[config.mk]
export PLATFORM = sky130hd
export DESIGN_NAME = rename_backout_top
export DESIGN_NICKNAME = d
export VERILOG_FILES = /design/src/rtl/rename_pkg.sv /design/src/rtl/rob_store.sv /design/src/rtl/rename_map.sv /design/src/rtl/rat_backout_fsm.sv /design/src/rtl/rename_backout_top.sv
export SDC_FILE = /design/constraint.sdc
export NUM_CORES = 1
export LEC_CHECK = 0
export BUFFER_PORTS_ARGS = -buffer_cell sky130_fd_sc_hd__clkbuf_2
export CORE_MARGIN = 1
export CORE_UTILIZATION = 55
export CTS_BUF_LIST = sky130_fd_sc_hd__clkbuf_2 sky130_fd_sc_hd__clkbuf_4 sky130_fd_sc_hd__clkbuf_8
export CTS_CLUSTER_SIZE = 10
export DETAILED_ROUTE_END_ITERATION = 10
export PLACE_DENSITY_LB_ADDON = 0.08
export SETUP_SLACK_MARGIN = 0.5
export SLEW_MARGIN = 20
export SYNTH_ARGS = -nofsm -noshare
export SYNTH_HDL_FRONTEND = slang
export SYNTH_HIERARCHICAL = 1
export SYNTH_SLANG_ARGS = --single-unit
[constraint.sdc]
create_clock -name clk -period 5.3 [get_ports clk]
set_input_delay 0.53 -clock clk [delete_from_list [all_inputs] [get_ports clk]]
set_output_delay 0.53 -clock clk [all_outputs]
set_load 0.03 [all_outputs]
[src/rtl/rename_pkg.sv]
// ========================================
// Sizes, index types and backout states for the rename stage
// Compiled first. The RTL and the testbench refer to its contents
// by scoped names
// ========================================

package rename_pkg;

	// ========================================
	// Sizes
	// ========================================

	// Reorder buffer slots
	localparam int ROB_ENTRIES = 16;
	// Architectural and physical register files
	localparam int AREGS = 32;
	localparam int PREGS = 64;
	// Largest instruction group that dispatch may form
	localparam int GROUP_SIZE = 4;
	// Group numbers wrap at this width
	localparam int GRP_BITS = 4;

	localparam int ROB_NDX_BITS = $clog2(ROB_ENTRIES);
	// The live count needs one more value than an index to show a full ROB
	localparam int ROB_CNT_BITS = $clog2(ROB_ENTRIES + 1);

	// ========================================
	// Types
	// ========================================

	typedef logic [ROB_NDX_BITS-1:0] rob_ndx_t;
	typedef logic [ROB_CNT_BITS-1:0] rob_cnt_t;
	typedef logic [$clog2(AREGS)-1:0] aregno_t;
	typedef logic [$clog2(PREGS)-1:0] pregno_t;
	typedef logic [GRP_BITS-1:0] grp_t;

	// Backout walk states
	typedef enum logic [1:0] {IDLE = 2'd0, BACK = 2'd1, FWD = 2'd2} bo_state_t;

endpackage

[src/rtl/rob_store.sv]
// ========================================
// Reorder buffer entry store for the rename stage
// Accepts dispatches at tail, retires at head and cuts the tail
// back to just after a mispredicted branch. The read port serves
// the backout walk
// ========================================

`timescale 1ns/1ps

module rob_store (
	input logic clk,
	input logic rst,
	input logic dispatch,
	input logic dispatch_grp_end,
	input logic retire,
	input logic mispredict,
	input logic stall,
	input rename_pkg::aregno_t dispatch_areg,
	input rename_pkg::pregno_t dispatch_nreg,
	input rename_pkg::pregno_t alloc_preg,
	input rename_pkg::rob_ndx_t fcu_id,
	input rename_pkg::rob_ndx_t rd_ndx,
	output logic alloc_wr,
	output rename_pkg::aregno_t alloc_areg,
	output rename_pkg::pregno_t alloc_nreg,
	output rename_pkg::rob_ndx_t tail,
	output rename_pkg::grp_t ent_grp [rename_pkg::ROB_ENTRIES],
	output rename_pkg::aregno_t rd_areg,
	output rename_pkg::pregno_t rd_preg,
	output rename_pkg::pregno_t rd_nreg,
	output logic full
);

	// Per entry payload
	rename_pkg::aregno_t ent_areg [rename_pkg::ROB_ENTRIES];
	rename_pkg::pregno_t ent_preg [rename_pkg::ROB_ENTRIES];
	rename_pkg::pregno_t ent_nreg [rename_pkg::ROB_ENTRIES];

	rename_pkg::rob_ndx_t head;
	rename_pkg::rob_cnt_t count;
	rename_pkg::rob_cnt_t cut_count;
	rename_pkg::grp_t cur_grp;
	logic accept;
	logic retire_ok;

	assign full = (count == rename_pkg::rob_cnt_t'(rename_pkg::ROB_ENTRIES));

	// The one place where a dispatch is judged acceptable
	assign accept = dispatch & ~mispredict & ~stall & ~full;
	assign retire_ok = retire & (count != '0);

	// Rename request to the map. The old mapping returns on alloc_preg in the same cycle
	assign alloc_wr = accept;
	assign alloc_areg = dispatch_areg;
	assign alloc_nreg = dispatch_nreg;

	// Entries from head up to and including the branch stay live after a cut.
	// This is 1 to 16 and never 0 since the branch itself is live
	assign cut_count = rename_pkg::rob_cnt_t'(rename_pkg::rob_ndx_t'(fcu_id - head))
		+ rename_pkg::rob_cnt_t'(1) - rename_pkg::rob_cnt_t'(retire_ok);

	// ========================================
	// Pointers, count and group numbering
	// ========================================

	always_ff @(posedge clk) begin
		if (rst) begin
			head <= '0;
			tail <= '0;
			count <= '0;
			cur_grp <= '0;
		end else begin
			if (retire_ok)
				head <= head + rename_pkg::rob_ndx_t'(1);
			if (mispredict) begin
				tail <= fcu_id + rename_pkg::rob_ndx_t'(1);
				count <= cut_count;
				// Whatever follows the branch opens a fresh group
				cur_grp <= ent_grp[fcu_id] + rename_pkg::grp_t'(1);
			end else begin
				if (accept) begin
					tail <= tail + rename_pkg::rob_ndx_t'(1);
					if (dispatch_grp_end)
						cur_grp <= cur_grp + rename_pkg::grp_t'(1);
				end
				count <= count + rename_pkg::rob_cnt_t'(accept)
					- rename_pkg::rob_cnt_t'(retire_ok);
			end
		end
	end

	// Group numbers start at all ones so that a slot not yet written since
	// reset never matches one of the first groups in the group start search
	always_ff @(posedge clk) begin
		if (rst) begin
			for (int i = 0; i < rename_pkg::ROB_ENTRIES; i++)
				ent_grp[i] <= '1;
		end else if (accept) begin
			ent_grp[tail] <= cur_grp;
		end
	end

	// Payload of the entry at tail
	always_ff @(posedge clk) begin
		if (accept) begin
			ent_areg[tail] <= dispatch_areg;
			ent_preg[tail] <= alloc_preg;
			ent_nreg[tail] <= dispatch_nreg;
		end
	end

	// Read port for the backout walk
	assign rd_areg = ent_areg[rd_ndx];
	assign rd_preg = ent_preg[rd_ndx];
	assign rd_nreg = ent_nreg[rd_ndx];

endmodule

[src/rtl/rename_map.sv]
// ========================================
// Register alias table of the rename stage
// One rename write from dispatch and one repair write from the
// backout machine. Both reads are combinational
// ========================================

`timescale 1ns/1ps

module rename_map (
	input logic clk,
	input logic rst,
	input logic alloc_wr,
	input logic bo_wr,
	input rename_pkg::aregno_t alloc_areg,
	input rename_pkg::aregno_t bo_areg,
	input rename_pkg::aregno_t lookup_areg,
	input rename_pkg::pregno_t alloc_nreg,
	input rename_pkg::pregno_t bo_preg,
	output rename_pkg::pregno_t alloc_preg,
	output rename_pkg::pregno_t lookup_preg
);

	// One physical register per architectural register
	rename_pkg::pregno_t map [rename_pkg::AREGS];

	// ========================================
	// Table update
	// ========================================

	// After reset every architectural register r sits in physical register r.
	// A repair write wins over a rename write. Dispatch is refused while the
	// backout stalls so the two never meet in practice
	always_ff @(posedge clk) begin
		if (rst) begin
			for (int i = 0; i < rename_pkg::AREGS; i++)
				map[i] <= rename_pkg::pregno_t'(i);
		end else if (bo_wr) begin
			map[bo_areg] <= bo_preg;
		end else if (alloc_wr) begin
			map[alloc_areg] <= alloc_nreg;
		end
	end

	// ========================================
	// Read ports
	// ========================================

	// Old mapping of the destination being renamed.
	// The ROB keeps it so that a backout can put it back
	assign alloc_preg = map[alloc_areg];

	// Lookup for source operands. Shows the repaired table once stall falls
	assign lookup_preg = map[lookup_areg];

endmodule

[src/rtl/rat_backout_fsm.sv]
// ========================================
// Backout machine that repairs the alias table after a mispredict
// Walks back from the youngest entry to the branch restoring old
// mappings, then forward from the group start to the branch
// writing new ones. Stall covers the whole repair
// ========================================

`timescale 1ns/1ps

module rat_backout_fsm (
	input logic clk,
	input logic rst,
	input logic mispredict,
	input rename_pkg::rob_ndx_t fcu_id,
	input rename_pkg::rob_ndx_t tail,
	input rename_pkg::grp_t ent_grp [rename_pkg::ROB_ENTRIES],
	input rename_pkg::aregno_t rd_areg,
	input rename_pkg::pregno_t rd_preg,
	input rename_pkg::pregno_t rd_nreg,
	output rename_pkg::rob_ndx_t rd_ndx,
	output logic bo_wr,
	output rename_pkg::aregno_t bo_areg,
	output rename_pkg::pregno_t bo_preg,
	output logic stall
);

	rename_pkg::bo_state_t state;
	// Entry being visited
	rename_pkg::rob_ndx_t backout_id;
	// Branch index held for the whole repair
	rename_pkg::rob_ndx_t branch_id;
	// Oldest entry of the branch's own group
	rename_pkg::rob_ndx_t grp_start;
	logic visit_back;
	logic visit_fwd;

	// The store is read at the visited entry
	assign rd_ndx = backout_id;

	// A backward visit happens on every BACK cycle short of the branch.
	// The cycle that reaches the branch only searches for the group start
	assign visit_back = (state == rename_pkg::BACK) && (backout_id != branch_id);
	assign visit_fwd = (state == rename_pkg::FWD);

	// ========================================
	// Group start search
	// ========================================

	// Looks up to GROUP_SIZE-1 entries behind the branch.
	// The loop runs nearest first so the furthest match is the one that stays.
	// Group numbers of neighbours differ by at most one, so members of the
	// group always form a run ending at the branch
	always_comb begin
		grp_start = branch_id;
		for (int j = 1; j < rename_pkg::GROUP_SIZE; j++) begin
			if (ent_grp[branch_id - rename_pkg::rob_ndx_t'(j)] == ent_grp[branch_id])
				grp_start = branch_id - rename_pkg::rob_ndx_t'(j);
		end
	end

	// ========================================
	// Walk control
	// ========================================

	always_ff @(posedge clk) begin
		if (rst) begin
			state <= rename_pkg::IDLE;
			backout_id <= '0;
		end else begin
			case (state)
				rename_pkg::IDLE: begin
					// The tail seen here is the one before the cut,
					// so tail-1 is the youngest entry
					if (mispredict) begin
						backout_id <= tail - rename_pkg::rob_ndx_t'(1);
						state <= rename_pkg::BACK;
					end
				end
				rename_pkg::BACK: begin
					if (backout_id != branch_id) begin
						backout_id <= backout_id - rename_pkg::rob_ndx_t'(1);
					end else begin
						backout_id <= grp_start;
						state <= rename_pkg::FWD;
					end
				end
				rename_pkg::FWD: begin
					// The branch itself is the last forward visit
					if (backout_id != branch_id)
						backout_id <= backout_id + rename_pkg::rob_ndx_t'(1);
					else
						state <= rename_pkg::IDLE;
				end
				default: begin
					state <= rename_pkg::IDLE;
				end
			endcase
		end
	end

	// Branch index is taken only when a new repair starts
	always_ff @(posedge clk) begin
		if (state == rename_pkg::IDLE && mispredict)
			branch_id <= fcu_id;
	end

	// ========================================
	// Repair writes
	// ========================================

	// One write per visited entry, issued the cycle after the visit
	always_ff @(posedge clk) begin
		if (rst)
			bo_wr <= 1'b0;
		else
			bo_wr <= visit_back | visit_fwd;
	end

	// Younger entries give back their old mapping and group members
	// up to the branch put their own mapping in again
	always_ff @(posedge clk) begin
		if (visit_back | visit_fwd) begin
			bo_areg <= rd_areg;
			bo_preg <= visit_back ? rd_preg : rd_nreg;
		end
	end

	// Held until the last repair write has reached the table
	assign stall = mispredict | (state != rename_pkg::IDLE) | bo_wr;

endmodule

[src/rtl/rename_backout_top.sv]
// ========================================
// Rename stage top level
// Joins the ROB store, the alias table and the backout machine.
// Dispatch, retire and mispredict come in as plain strobes
// ========================================

`timescale 1ns/1ps

module rename_backout_top (
	input logic clk,
	input logic rst,
	input logic dispatch,
	input rename_pkg::aregno_t dispatch_areg,
	input rename_pkg::pregno_t dispatch_nreg,
	input logic dispatch_grp_end,
	input logic retire,
	input logic mispredict,
	input rename_pkg::rob_ndx_t fcu_id,
	input rename_pkg::aregno_t lookup_areg,
	output rename_pkg::pregno_t lookup_preg,
	output logic stall,
	output logic full
);

	// Rename request from the store to the table
	logic alloc_wr;
	rename_pkg::aregno_t alloc_areg;
	rename_pkg::pregno_t alloc_nreg;
	rename_pkg::pregno_t alloc_preg;

	// Store state seen by the backout machine
	rename_pkg::rob_ndx_t tail;
	rename_pkg::grp_t ent_grp [rename_pkg::ROB_ENTRIES];

	// Backout read port into the store
	rename_pkg::rob_ndx_t rd_ndx;
	rename_pkg::aregno_t rd_areg;
	rename_pkg::pregno_t rd_preg;
	rename_pkg::pregno_t rd_nreg;

	// Repair writes into the table
	logic bo_wr;
	rename_pkg::aregno_t bo_areg;
	rename_pkg::pregno_t bo_preg;

	rob_store u_rob_store (
		.clk(clk),
		.rst(rst),
		.dispatch(dispatch),
		.dispatch_grp_end(dispatch_grp_end),
		.retire(retire),
		.mispredict(mispredict),
		.stall(stall),
		.dispatch_areg(dispatch_areg),
		.dispatch_nreg(dispatch_nreg),
		.alloc_preg(alloc_preg),
		.fcu_id(fcu_id),
		.rd_ndx(rd_ndx),
		.alloc_wr(alloc_wr),
		.alloc_areg(alloc_areg),
		.alloc_nreg(alloc_nreg),
		.tail(tail),
		.ent_grp(ent_grp),
		.rd_areg(rd_areg),
		.rd_preg(rd_preg),
		.rd_nreg(rd_nreg),
		.full(full)
	);

	rename_map u_rename_map (
		.clk(clk),
		.rst(rst),
		.alloc_wr(alloc_wr),
		.bo_wr(bo_wr),
		.alloc_areg(alloc_areg),
		.bo_areg(bo_areg),
		.lookup_areg(lookup_areg),
		.alloc_nreg(alloc_nreg),
		.bo_preg(bo_preg),
		.alloc_preg(alloc_preg),
		.lookup_preg(lookup_preg)
	);

	rat_backout_fsm u_rat_backout_fsm (
		.clk(clk),
		.rst(rst),
		.mispredict(mispredict),
		.fcu_id(fcu_id),
		.tail(tail),
		.ent_grp(ent_grp),
		.rd_areg(rd_areg),
		.rd_preg(rd_preg),
		.rd_nreg(rd_nreg),
		.rd_ndx(rd_ndx),
		.bo_wr(bo_wr),
		.bo_areg(bo_areg),
		.bo_preg(bo_preg),
		.stall(stall)
	);

endmodule

* Word level (Yosys, flattened, before mapping)
Memory sizes are Yosys's and may differ from the RTL's. A register that Yosys moved wholly into a read port is not among the register bits.
Cells that the tools add are included.
** Word-level totals
- Register bits :: 98
- RAM bits :: 464
- Output and inout bits :: 8
- Word-level logic and storage cells :: 149
- Memories kept :: 4
** Cells by class
- $add $sub $neg :: 16
- $lt $le $gt $ge :: 7
- Equality and inequality tests :: 11
- Mux-type cells :: 56
- Bitwise logic cells :: 16
- Reduce and logical (&&, ||, !) cells :: 14
** Memory list
- u_rename_map.map :: depth 32, width 6, rd ports 2, clocked after Yosys merged registers in 0, wr ports 32, RTL line rename_map.sv:24 : rename_pkg::pregno_t map [rename_pkg::AREGS];
- u_rob_store.ent_nreg :: depth 16, width 6, rd ports 1, clocked after Yosys merged registers in 1, wr ports 1, RTL line rob_store.sv:37 : rename_pkg::pregno_t ent_nreg [rename_pkg::ROB_ENTRIES];
- u_rob_store.ent_preg :: depth 16, width 6, rd ports 1, clocked after Yosys merged registers in 1, wr ports 1, RTL line rob_store.sv:36 : rename_pkg::pregno_t ent_preg [rename_pkg::ROB_ENTRIES];
- u_rob_store.ent_areg :: depth 16, width 5, rd ports 1, clocked after Yosys merged registers in 1, wr ports 1, RTL line rob_store.sv:35 : rename_pkg::aregno_t ent_areg [rename_pkg::ROB_ENTRIES];
** Operators with widths (number)
- $mux W4 :: 26
- $bmux W4 S4 :: 5
- $bwmux W64 :: 1
- $ge A5 B5 Y1 const B :: 6
- $not A4 Y5 :: 6
- $add A4 B1 Y4 const B :: 6
- $mux W6 :: 3
- $demux W4 S4 :: 1
- $mux W5 :: 3
- $eq A4 B4 Y1 :: 3
- $mux W1 :: 12
- $pmux W4 S3 :: 1
- $reduce_or A6 Y1 :: 2
- $sub A4 B1 Y4 const B :: 3
- $sub A5 B1 Y5 :: 2
- $ne A2 B2 Y1 const B :: 4
- $sub A4 B2 Y4 const B :: 2
- $mux W2 :: 3
- $pmux W2 S3 :: 1
- $reduce_and A3 Y1 :: 2
- $reduce_bool A2 Y1 :: 3
- $add A4 B1 Y5 const B :: 1
- $add A5 B1 Y5 :: 1
- $eq A5 B5 Y1 const B :: 1
- 13 further kinds :: 22

* Logic depth before layout (Yosys ltp)
Gate-level depths: netlist of run 1.
- Depth after elaboration :: 13
- Gate-level depth with buffers :: 16
- Mapped depth without buffers :: 16

* Cells and area by module
Netlist of run 1, hierarchy kept.
** By module, submodules not included
- rob_store :: times used 1, cells each 839, area each 14398.8 um2
- rename_map :: times used 1, cells each 681, area each 10684.0 um2
- rat_backout_fsm :: times used 1, cells each 327, area each 3916.3 um2

* Least setup slack after synthesis of run 1
OpenSTA, ideal clock, no wires.
- Kind :: reg2reg
- From :: register u_rat_backout_fsm.branch_id[0]
- To :: register u_rat_backout_fsm.backout_id[1] (netlist: u_rat_backout_fsm/rd_ndx[1])
- Arrival :: 3762 ps
- Required time :: 5184 ps
- Slack :: 1422 ps
- Cell stages (with the launch flop) :: 16
- Buffers on the path :: 4
- Cells stage by stage :: edfxtp_1 -> inv_2 -> buf_6 -> buf_6 -> ha_1 -> buf_2 -> clkbuf_1 -> mux4_2 -> mux4_1 -> xnor2_1 -> and3_4 -> nand3_1 -> and4_1 -> o311ai_1 -> a31o_1 -> a21oi_1
** On the way
- Cells in the longest elaborated chain, start to end :: 11
- Elaborated cells on any way between the ends :: 30
** RTL lines
- start: declaration :: RTL line rat_backout_fsm.sv:31 : rename_pkg::rob_ndx_t branch_id;
- start signal: assignment :: RTL line rat_backout_fsm.sv:104 : branch_id <= fcu_id;
- $sub A4 B1 Y4 :: RTL line rat_backout_fsm.sv:56, rat_backout_fsm.sv:57
- $not A4 Y5 (not written as such) :: RTL line rat_backout_fsm.sv:56 : if (ent_grp[branch_id - rename_pkg::rob_ndx_t'(j)] == ent_grp[branch_id])
- $bmux W4 S4 :: RTL line rat_backout_fsm.sv:56
- $mux W4 (not written as such) (2 in series) :: RTL line rat_backout_fsm.sv:56
- $eq A4 B4 Y1 :: RTL line rat_backout_fsm.sv:56
- $mux W4 (3 in series) :: RTL line rat_backout_fsm.sv:56
- $mux W4 :: RTL line rat_backout_fsm.sv:80 : if (backout_id != branch_id) begin
- $pmux W4 S3 :: RTL line rat_backout_fsm.sv:70 : case (state)
- end signal: assignment :: RTL line rat_backout_fsm.sv:75 : backout_id <= tail - rename_pkg::rob_ndx_t'(1);
- end signal: assignment :: RTL line rat_backout_fsm.sv:81 : backout_id <= backout_id - rename_pkg::rob_ndx_t'(1);
- end signal: assignment :: RTL line rat_backout_fsm.sv:83 : backout_id <= grp_start;
- end: declaration :: RTL line rat_backout_fsm.sv:29 : rename_pkg::rob_ndx_t backout_id;
Several ways; a longest one is shown, not always the timed one. The select of a mux whose other input is x is not followed.
A chain may end at the register's enable or synchronous reset.

* Final worst setup path of run 1
- From :: register u_rat_backout_fsm.branch_id[1]
- To :: register u_rat_backout_fsm.backout_id[1] (netlist: u_rat_backout_fsm/rd_ndx[1])
The elaborated chain is that of the path after synthesis.

==> results.sh, run 1 <==
export IMPL_status="complete, no violations"
export IMPL_path_buf_inv=2
export IMPL_startpoint_type="register"
export IMPL_cts_buffer_depth=3
export IMPL_period_needed_ns=4.326
export IMPL_cts_tree="built"
export IMPL_leakage_nw=10.28
export IMPL_synth_top_cell_area_share_pct=49.60
export IMPL_drv_cap=0
export IMPL_whs_endpoint="u_rat_backout_fsm/branch_id[1]"
export IMPL_clockRootBuffer="clkbuf_8"
export IMPL_critPathMaxStageDelay_ns=0.89
export IMPL_grt_total_usage_pct=28.84
export IMPL_ys_async_sr_fraction_pct=0
export IMPL_ant_nets=0
export IMPL_cp_slowest_cell="ha_1"
export IMPL_cts_hold_buffers=0
export IMPL_timing_rr_start="u_rat_backout_fsm/branch_id[1]"
export IMPL_hold_depth=1
export IMPL_synth_top_area_cell="edfxtp_1"
export IMPL_hp_start="fcu_id[1]"
export IMPL_die_y_um=231.6
export IMPL_nets=1922
export IMPL_clkTransAtPathRegs_ns=0.06
export IMPL_drive_above_1_share_pct=29.55
export IMPL_grt_pass1_vias=17840
export IMPL_drt_pass1_iter_count=7
export IMPL_cts_inserted_buffers=93
export IMPL_final_hold_viol_count=0
export IMPL_rrSetupSlack_ns=0.97
export IMPL_crit_family="compound AO/OA/AOI/OAI gates"
export IMPL_numPortBuffers=33
export IMPL_netlist_area_mm2=0.02900
export IMPL_synth_cell_types=83
export IMPL_end_kind="register"
export IMPL_worstPathArrival_ns=4.84
export IMPL_pin_count=34
export IMPL_fmax_mhz=231.2
export IMPL_rows=83
export IMPL_dr_first_iter_drc_count=1427
export IMPL_hpwl_mm=48.07
export IMPL_setup_violations=0
export IMPL_synth_avg_cell_area_um2=15.70
export IMPL_worstPathRequired_ns=5.82
export IMPL_tightest_slew_ns=1.030
export IMPL_grt_max_degree=63
export IMPL_r2r_end="u_rat_backout_fsm/rd_ndx[1]"
export IMPL_core_mm2=0.05172
export IMPL_insertion_delay_ns=0.71
export IMPL_crit_type="register to register"
export IMPL_syn_inst=1847
export IMPL_dp_slack_ns=0.7923
export IMPL_antenna_found_initial=6
export IMPL_ir_drop_uv=188.2
export IMPL_max_slew_margin_pct=31.35
export IMPL_postLayoutCellArea_mm2=0.03153
export IMPL_die_area_mm2=0.05365
export IMPL_synth_edf_count=479
export IMPL_fin_ws_ns=0.9738
export IMPL_drc_errors=0
export IMPL_placed_cells=2448
export IMPL_grt_pass1_wl_mm=113.1
export IMPL_yosys_warnings=6
export IMPL_synth_main_ff_cell="edfxtp_1"
export IMPL_setup_tns_ns=0
export IMPL_htree_num_levels=3
export IMPL_synth_seq_cells=567
export IMPL_report_final_slew_viol_count=0
export IMPL_netlist_top_cells_area="edfxtp_1 50%, mux4_2 19%, dfxtp_1 6.1%"
export IMPL_hp_class="input port to register"
export IMPL_wl_per_cell_um=28.57
export IMPL_vias_per_cell=6.693
export IMPL_area_delta_synth_final_pct=8.724
export IMPL_powerDensity_mw_per_mm2=360.8
export IMPL_clock_sinks=567
export IMPL_stdcell_count=2616
export IMPL_path_cells="buf_4 > inv_1 > ha_1 > mux4_1 > mux2i_1 > xor2_1 > o31ai_1 > o211ai_1 > and4_1 > o311ai_1 > a31o_1 > a21oi_1"
export IMPL_period_share_pct=81.63
export IMPL_skew_ns=0.03975
export IMPL_crit_fanout=31
export IMPL_grt_setup_unrepaired="false"
export IMPL_die_w_um=231.6
export IMPL_initial_utilization_pct=56.07
export IMPL_syn_nets=1904
export IMPL_routed_wirelength_mm=74.73
export IMPL_synth_seq_area_share_pct=55.68
export IMPL_worstRegToRegCells=12
export IMPL_vias=17510
export IMPL_gp_congestion=0.8844
export IMPL_place_area_mm2=0.02968
export IMPL_grt_ovfl_total=0
## synthesized netlist by cell type, drive strengths merged, types with 28 or more instances
cell type,instances
a21o,36
buf,89
a21oi,34
ha,29
mux4,287
nor2,49
o21ai,28
clkbuf,81
inv,50
nor3,128
mux2i,73
edfxtp,479
dfxtp,88
nand2,89
nand3,125
## flip-flops by register name, summed over array words and instances, names as in the netlist
name                         cells
u_rat_backout_fsm/bo_areg        5
u_rat_backout_fsm/bo_preg        6
u_rat_backout_fsm/bo_wr          1
u_rat_backout_fsm/branch_id      4
u_rat_backout_fsm/rd_ndx         4
u_rat_backout_fsm/state          2
u_rename_map/map               192
u_rob_store/count                5
u_rob_store/cur_grp              4
u_rob_store/ent_areg            80
u_rob_store/ent_grp             64
u_rob_store/ent_nreg            96
u_rob_store/ent_preg            96
u_rob_store/head                 4
u_rob_store/tail                 4
## final cells by class
class                   instances  area (µm²)
fillers                      3934       20190
flip-flops and latches        567       16150
multi-input cells            1057       11850
clock buffers                 130        1570
well taps                     680       850.8
repair buffers                 95       670.6
clock inverters                32       229.0
inverters                      51       192.7
diodes                          4       10.01
## power by group
group          internal (W)  switching [W]  total (W)
clock network       0.00198        0.00177    0.00375
logic              0.000994        0.00144    0.00243
registers           0.00500       0.000192    0.00519
## placed cells by master, fill, tap and decap left out, types with 30 or more instances in the layout
master | synthesis | final
edfxtp_1 | 479 | 479
mux4_2 | 251 | 251
nor3_1 | 121 | 120
a21oi_1 | 34 | 34
clkbuf_8 | 2 | 95
clkbuf_2 | 0 | 30
nand3_1 | 122 | 120
inv_1 | 47 | 47
mux4_1 | 32 | 32
dfxtp_1 | 88 | 85
mux2i_1 | 70 | 64
buf_4 | 18 | 60
clkbuf_4 | 0 | 35
nand2_1 | 89 | 89
a21o_1 | 36 | 36
nor2_1 | 47 | 43
## kinds of logic (layout without fill, tap and decap cells)
logic type	after synthesis	count (layout)	synth area share (%)
DFF	567	567	55.68
and+or+nand+nor	447	447	7.814
muxes	384	384	26.35
buffers and inverters	223	308	3.840
AOI/OAI and AO/OA	149	149	3.512
xor gates and xnor gates	46	46	1.415
adders and majority gates	31	31	1.389
other	0	4	0
## repair_timing
action / 4_1_cts / 5_1_grt
setup buffers: 0 / 2
gates resized for setup: 0 / 2
endpoints found under the setup margin: 0 / 21
## stage by stage
step	power (W)	util (%)	hold WS (ns)
2_1_floorplan	0.006990	-	0.4769
3_3_place_gp	0.007657	57.39	0.5065
3_5_place_dp	0.007696	57.39	0.5083
4_1_cts	0.01145	60.87	0.1524
5_1_grt	0.01184	60.95	0.1847
6_report	0.01137	60.96	0.2166
## metal layers
layer	share of wire [%]	GRT usage [%]	up-vias	routed length [µm]
met3	6.8	5.733	157	5117
met4	3.4	11.20	6	2519
li1	-	-	7472	-
met2	50	47.33	685	37070
met1	40	38.10	9189	29990
met5	0.052	0	-	39
## worst max path at each step
stage / start / endpoint / slack (ns) / depth (start not counted)
6_report: u_rat_backout_fsm/branch_id[1] / u_rat_backout_fsm/rd_ndx[1] / 0.97 / 12
5_1_grt: u_rat_backout_fsm/branch_id[1] / u_rat_backout_fsm/rd_ndx[1] / 0.75 / 12
4_1_cts: u_rat_backout_fsm/state[1] / u_rename_map/map[1][3] / 0.77 / 10
3_5_place_dp: mispredict / u_rename_map/map[1][4] / 0.79 / 10
3_3_place_gp: mispredict / u_rename_map/map[1][3] / 1.00 / 10
2_1_floorplan: u_rat_backout_fsm/branch_id[0] / u_rat_backout_fsm/rd_ndx[1] / 1.42 / 15
Power figures use the tool's default switching activity.
==> inputs of run 2 (changes only) <==
ABC_AREA = 1   (was unset)
clock period = 4.12 ns   (was 5.3 ns; I/O delays follow)
==> run 2 against run 1 <==
Effect of this change: register-to-register slack got worse by 0.37 ns; final cell count up 64%; worst setup slack lost 0.37 ns; final area grew 3.9%; fmax up 23%; synthesized area is 4.1% higher; core utilization shrank 0.32 points; total power grew 34%; worst hold slack worse by 0.16 ns; global-route usage grew 3.4 points; via count grew 44%; synthesized cell count increased by 92%; critical path type unchanged; largest power group unchanged; highest routed layer is now met4.
==> results.sh, run 2 <==
export IMPL_syn_nets=3600
export IMPL_vias=25180
export IMPL_synth_top_cell_area_share_pct=47.64
export IMPL_fin_util_pct=60.64
export IMPL_htree_num_levels=3
export IMPL_area_delta_synth_final_pct=8.503
export IMPL_ant_nets=0
export IMPL_hp_start="rst"
export IMPL_grt_max_degree=97
export IMPL_die_area_mm2=0.05584
export IMPL_worstPathArrival_ns=3.90
export IMPL_power_w=0.01528
export IMPL_max_slew_margin_pct=19.81
export IMPL_yosysMostFrequentCell="nand2_1"
export IMPL_yosys_warnings=6
export IMPL_hp_class="input port to register"
export IMPL_synth_fa_ha_area_share_pct=1.334
export IMPL_numPortBuffers=33
export IMPL_period_share_pct=85.23
export IMPL_grt_total_usage_pct=32.23
export IMPL_worstPathRequired_ns=4.51
export IMPL_placed_cells=4120
export IMPL_core_mm2=0.05403
export IMPL_synth_mux_area_share_pct=2.453
export IMPL_grt_util_met3_pct=4.833
export IMPL_wl_per_cell_um=20.95
export IMPL_rows=85
export IMPL_setup_tns_ns=0
export IMPL_initial_utilization_pct=55.89
export IMPL_fin_ws_ns=0.6086
export IMPL_nets=3577
export IMPL_fmax_mhz=284.8
export IMPL_synth_cell_types=48
export IMPL_final_hold_viol_count=0
export IMPL_status="complete, no violations"
export IMPL_netlist_area_mm2=0.03020
export IMPL_crit_type="register to register"
export IMPL_cts_tree="built"
export IMPL_routed_wirelength_mm=89.90
export IMPL_leakage_nw=13.78
export IMPL_synth_top_family_by_area="simple AND/OR/NAND/NOR gates"
export IMPL_cts_buffer_depth=3
export IMPL_cts_inserted_buffers=92
export IMPL_top_register="u_rename_map/map"
export IMPL_grt_pass1_wl_mm=137.3
export IMPL_gp_congestion=0.9685
export IMPL_netlist_top_cells_area="edfxtp_1 48%, nand2_1 16%, nand3_1 9.9%"
export IMPL_final_common_cell="nand2_1"
export IMPL_clockRootBuffer="clkbuf_8"
export IMPL_die_y_um=236.3
export IMPL_mostFrequentLayoutCells="1309 x nand2_1, 594 x nand3_1, 479 x edfxtp_1"
export IMPL_period_needed_ns=3.511
export IMPL_grt_ovfl_total=0
export IMPL_antenna_found_initial=2
export IMPL_synth_xor_area_share_pct=0.7666
export IMPL_crit_fanout=12
export IMPL_synth_simple_area_share_pct=29.69
export IMPL_syn_inst=3543
export IMPL_dr_first_iter_drc_count=2767
export IMPL_synth_seq_area_share_pct=53.47
export IMPL_insertion_delay_ns=0.74
export IMPL_powerDensity_mw_per_mm2=466.4
export IMPL_critPathLaunch="u_rat_backout_fsm/state[0]"
export IMPL_synth_seq_cells=567
export IMPL_clkTransAtPathRegs_ns=0.06
export IMPL_stdcell_count=4291
export IMPL_largest_reg_flops=192
export IMPL_grt_util_met1_pct=42.35
export IMPL_synth_top_area_cell="edfxtp_1"
export IMPL_reg_top3="u_rename_map/map: 192 flops, u_rob_store/ent_nreg: 96 flops, u_rob_store/ent_preg: 96 flops"
export IMPL_startpoint_type="register"
export IMPL_tightest_slew_ns=1.203
export IMPL_setup_violations=0
export IMPL_drt_pass1_iter_count=6
export IMPL_clock_sinks=567
export IMPL_grt_pass1_vias=23890
export IMPL_grt_setup_unrepaired="true"
export IMPL_pin_count=34
export IMPL_cts_hold_buffers=0
export IMPL_dp_slack_ns=0.5611
export IMPL_synth_edf_count=479
export IMPL_synth_main_ff_cell="edfxtp_1"
export IMPL_ys_async_sr_fraction_pct=0
export IMPL_grt_busiest_layer="met2"
export IMPL_drc_errors=0
export IMPL_drive_above_1_share_pct=10.58
export IMPL_drv_cap=0
export IMPL_skew_ns=0.03755
export IMPL_synth_avg_cell_area_um2=8.522
export IMPL_fillers=4679
export IMPL_vias_per_cell=5.869
export IMPL_die_w_um=236.3
export IMPL_met2_usage_pct=53.29
export IMPL_report_final_slew_viol_count=0
export IMPL_synth_compound_area_share_pct=6.108
export IMPL_ys_top_cells_by_count="1310 x nand2_1, 595 x nand3_1, 479 x edfxtp_1"
export IMPL_timing_rr_start="u_rat_backout_fsm/state[0]"
export IMPL_end_kind="register"
export IMPL_ir_drop_uv=353.4
export IMPL_hpwl_mm=58.06
[run 2: logic make-up (layout without fill, tap and decap cells)]
group / after synthesis / after routing
and+or+nand+nor: 2122 / 2122
other: 0 / 3
DFF: 567 / 567
AOI/OAI and AO/OA: 307 / 307
xor gates and xnor gates: 20 / 20
muxes: 74 / 74
buffers and inverters: 422 / 471
adders and majority gates: 31 / 31
[run 2: final timing paths]
check,depth (start not counted),endpoint,slack (ns)
setup / recovery,15,u_rename_map/map[28][4],0.61
hold / removal,2,u_rat_backout_fsm/rd_ndx[0],0.06
setup reg to reg,15,u_rename_map/map[28][4],0.61
hold reg to reg,2,u_rat_backout_fsm/state[1],0.50
[run 2: critical path, cell delays in order (launching register included)]
cell	delay [ns]
dfxtp_1	0.33
inv_1	0.13
ha_1	0.19
inv_1	0.05
nor2_1	0.16
inv_1	0.07
or2_2	0.30
nor2_2	0.12
nand2_2	0.08
inv_4	0.17
nand3_4	0.17
o21ai_2	0.41
inv_2	0.15
nor2_1	0.42
nand2_1	0.19
nand2_1	0.25
[run 2: routing by layer]
layer / wire length, µm / vias to the layer above
li1: - / 11870
met1: 36390 / 11930
met2: 43200 / 1179
met3: 6994 / 200
met4: 3312 / 0
met5: 0 / -
[run 2: final cells by class]
| cell class | instances | area, µm² | area share, % |
|---|---|---|---|
| antenna | 3 | 7.507 | 0.02291 |
| clock buffer | 129 | 1600 | 4.884 |
| clock inverter | 37 | 322.8 | 0.9853 |
| inverter | 199 | 765.7 | 2.337 |
| multi-input combinational | 2554 | 12280 | 37.48 |
| sequential | 567 | 16150 | 49.30 |
| tap | 696 | 870.8 | 2.658 |
| timing repair buffer | 106 | 765.7 | 2.337 |
[run 2: where the power goes]
part	internal (W)	leakage, nW	switching, W	total (W)
clock	0.00279	1.02	0.00233	0.00512
combinational	0.00104	7.75	0.00254	0.00358
sequential	0.00643	5.01	0.000151	0.00658
[run 2: what timing repair did]
action	in CTS	in global routing
buffers inserted	0	2
setup endpoints to repair	0	239
gates resized for setup	0	9
[run 2: stage by stage]
| stage | instance area (µm²) | hold WS, ns |
|---|---|---|
| 2_1_floorplan | 30200 | 0.4646 |
| 3_3_place_gp | 30780 | 0.4851 |
| 3_5_place_dp | 30780 | 0.4920 |
| 4_1_cts | 32700 | 0.01593 |
| 5_1_grt | 32760 | 0.04607 |
| 6_report | 32760 | 0.05732 |
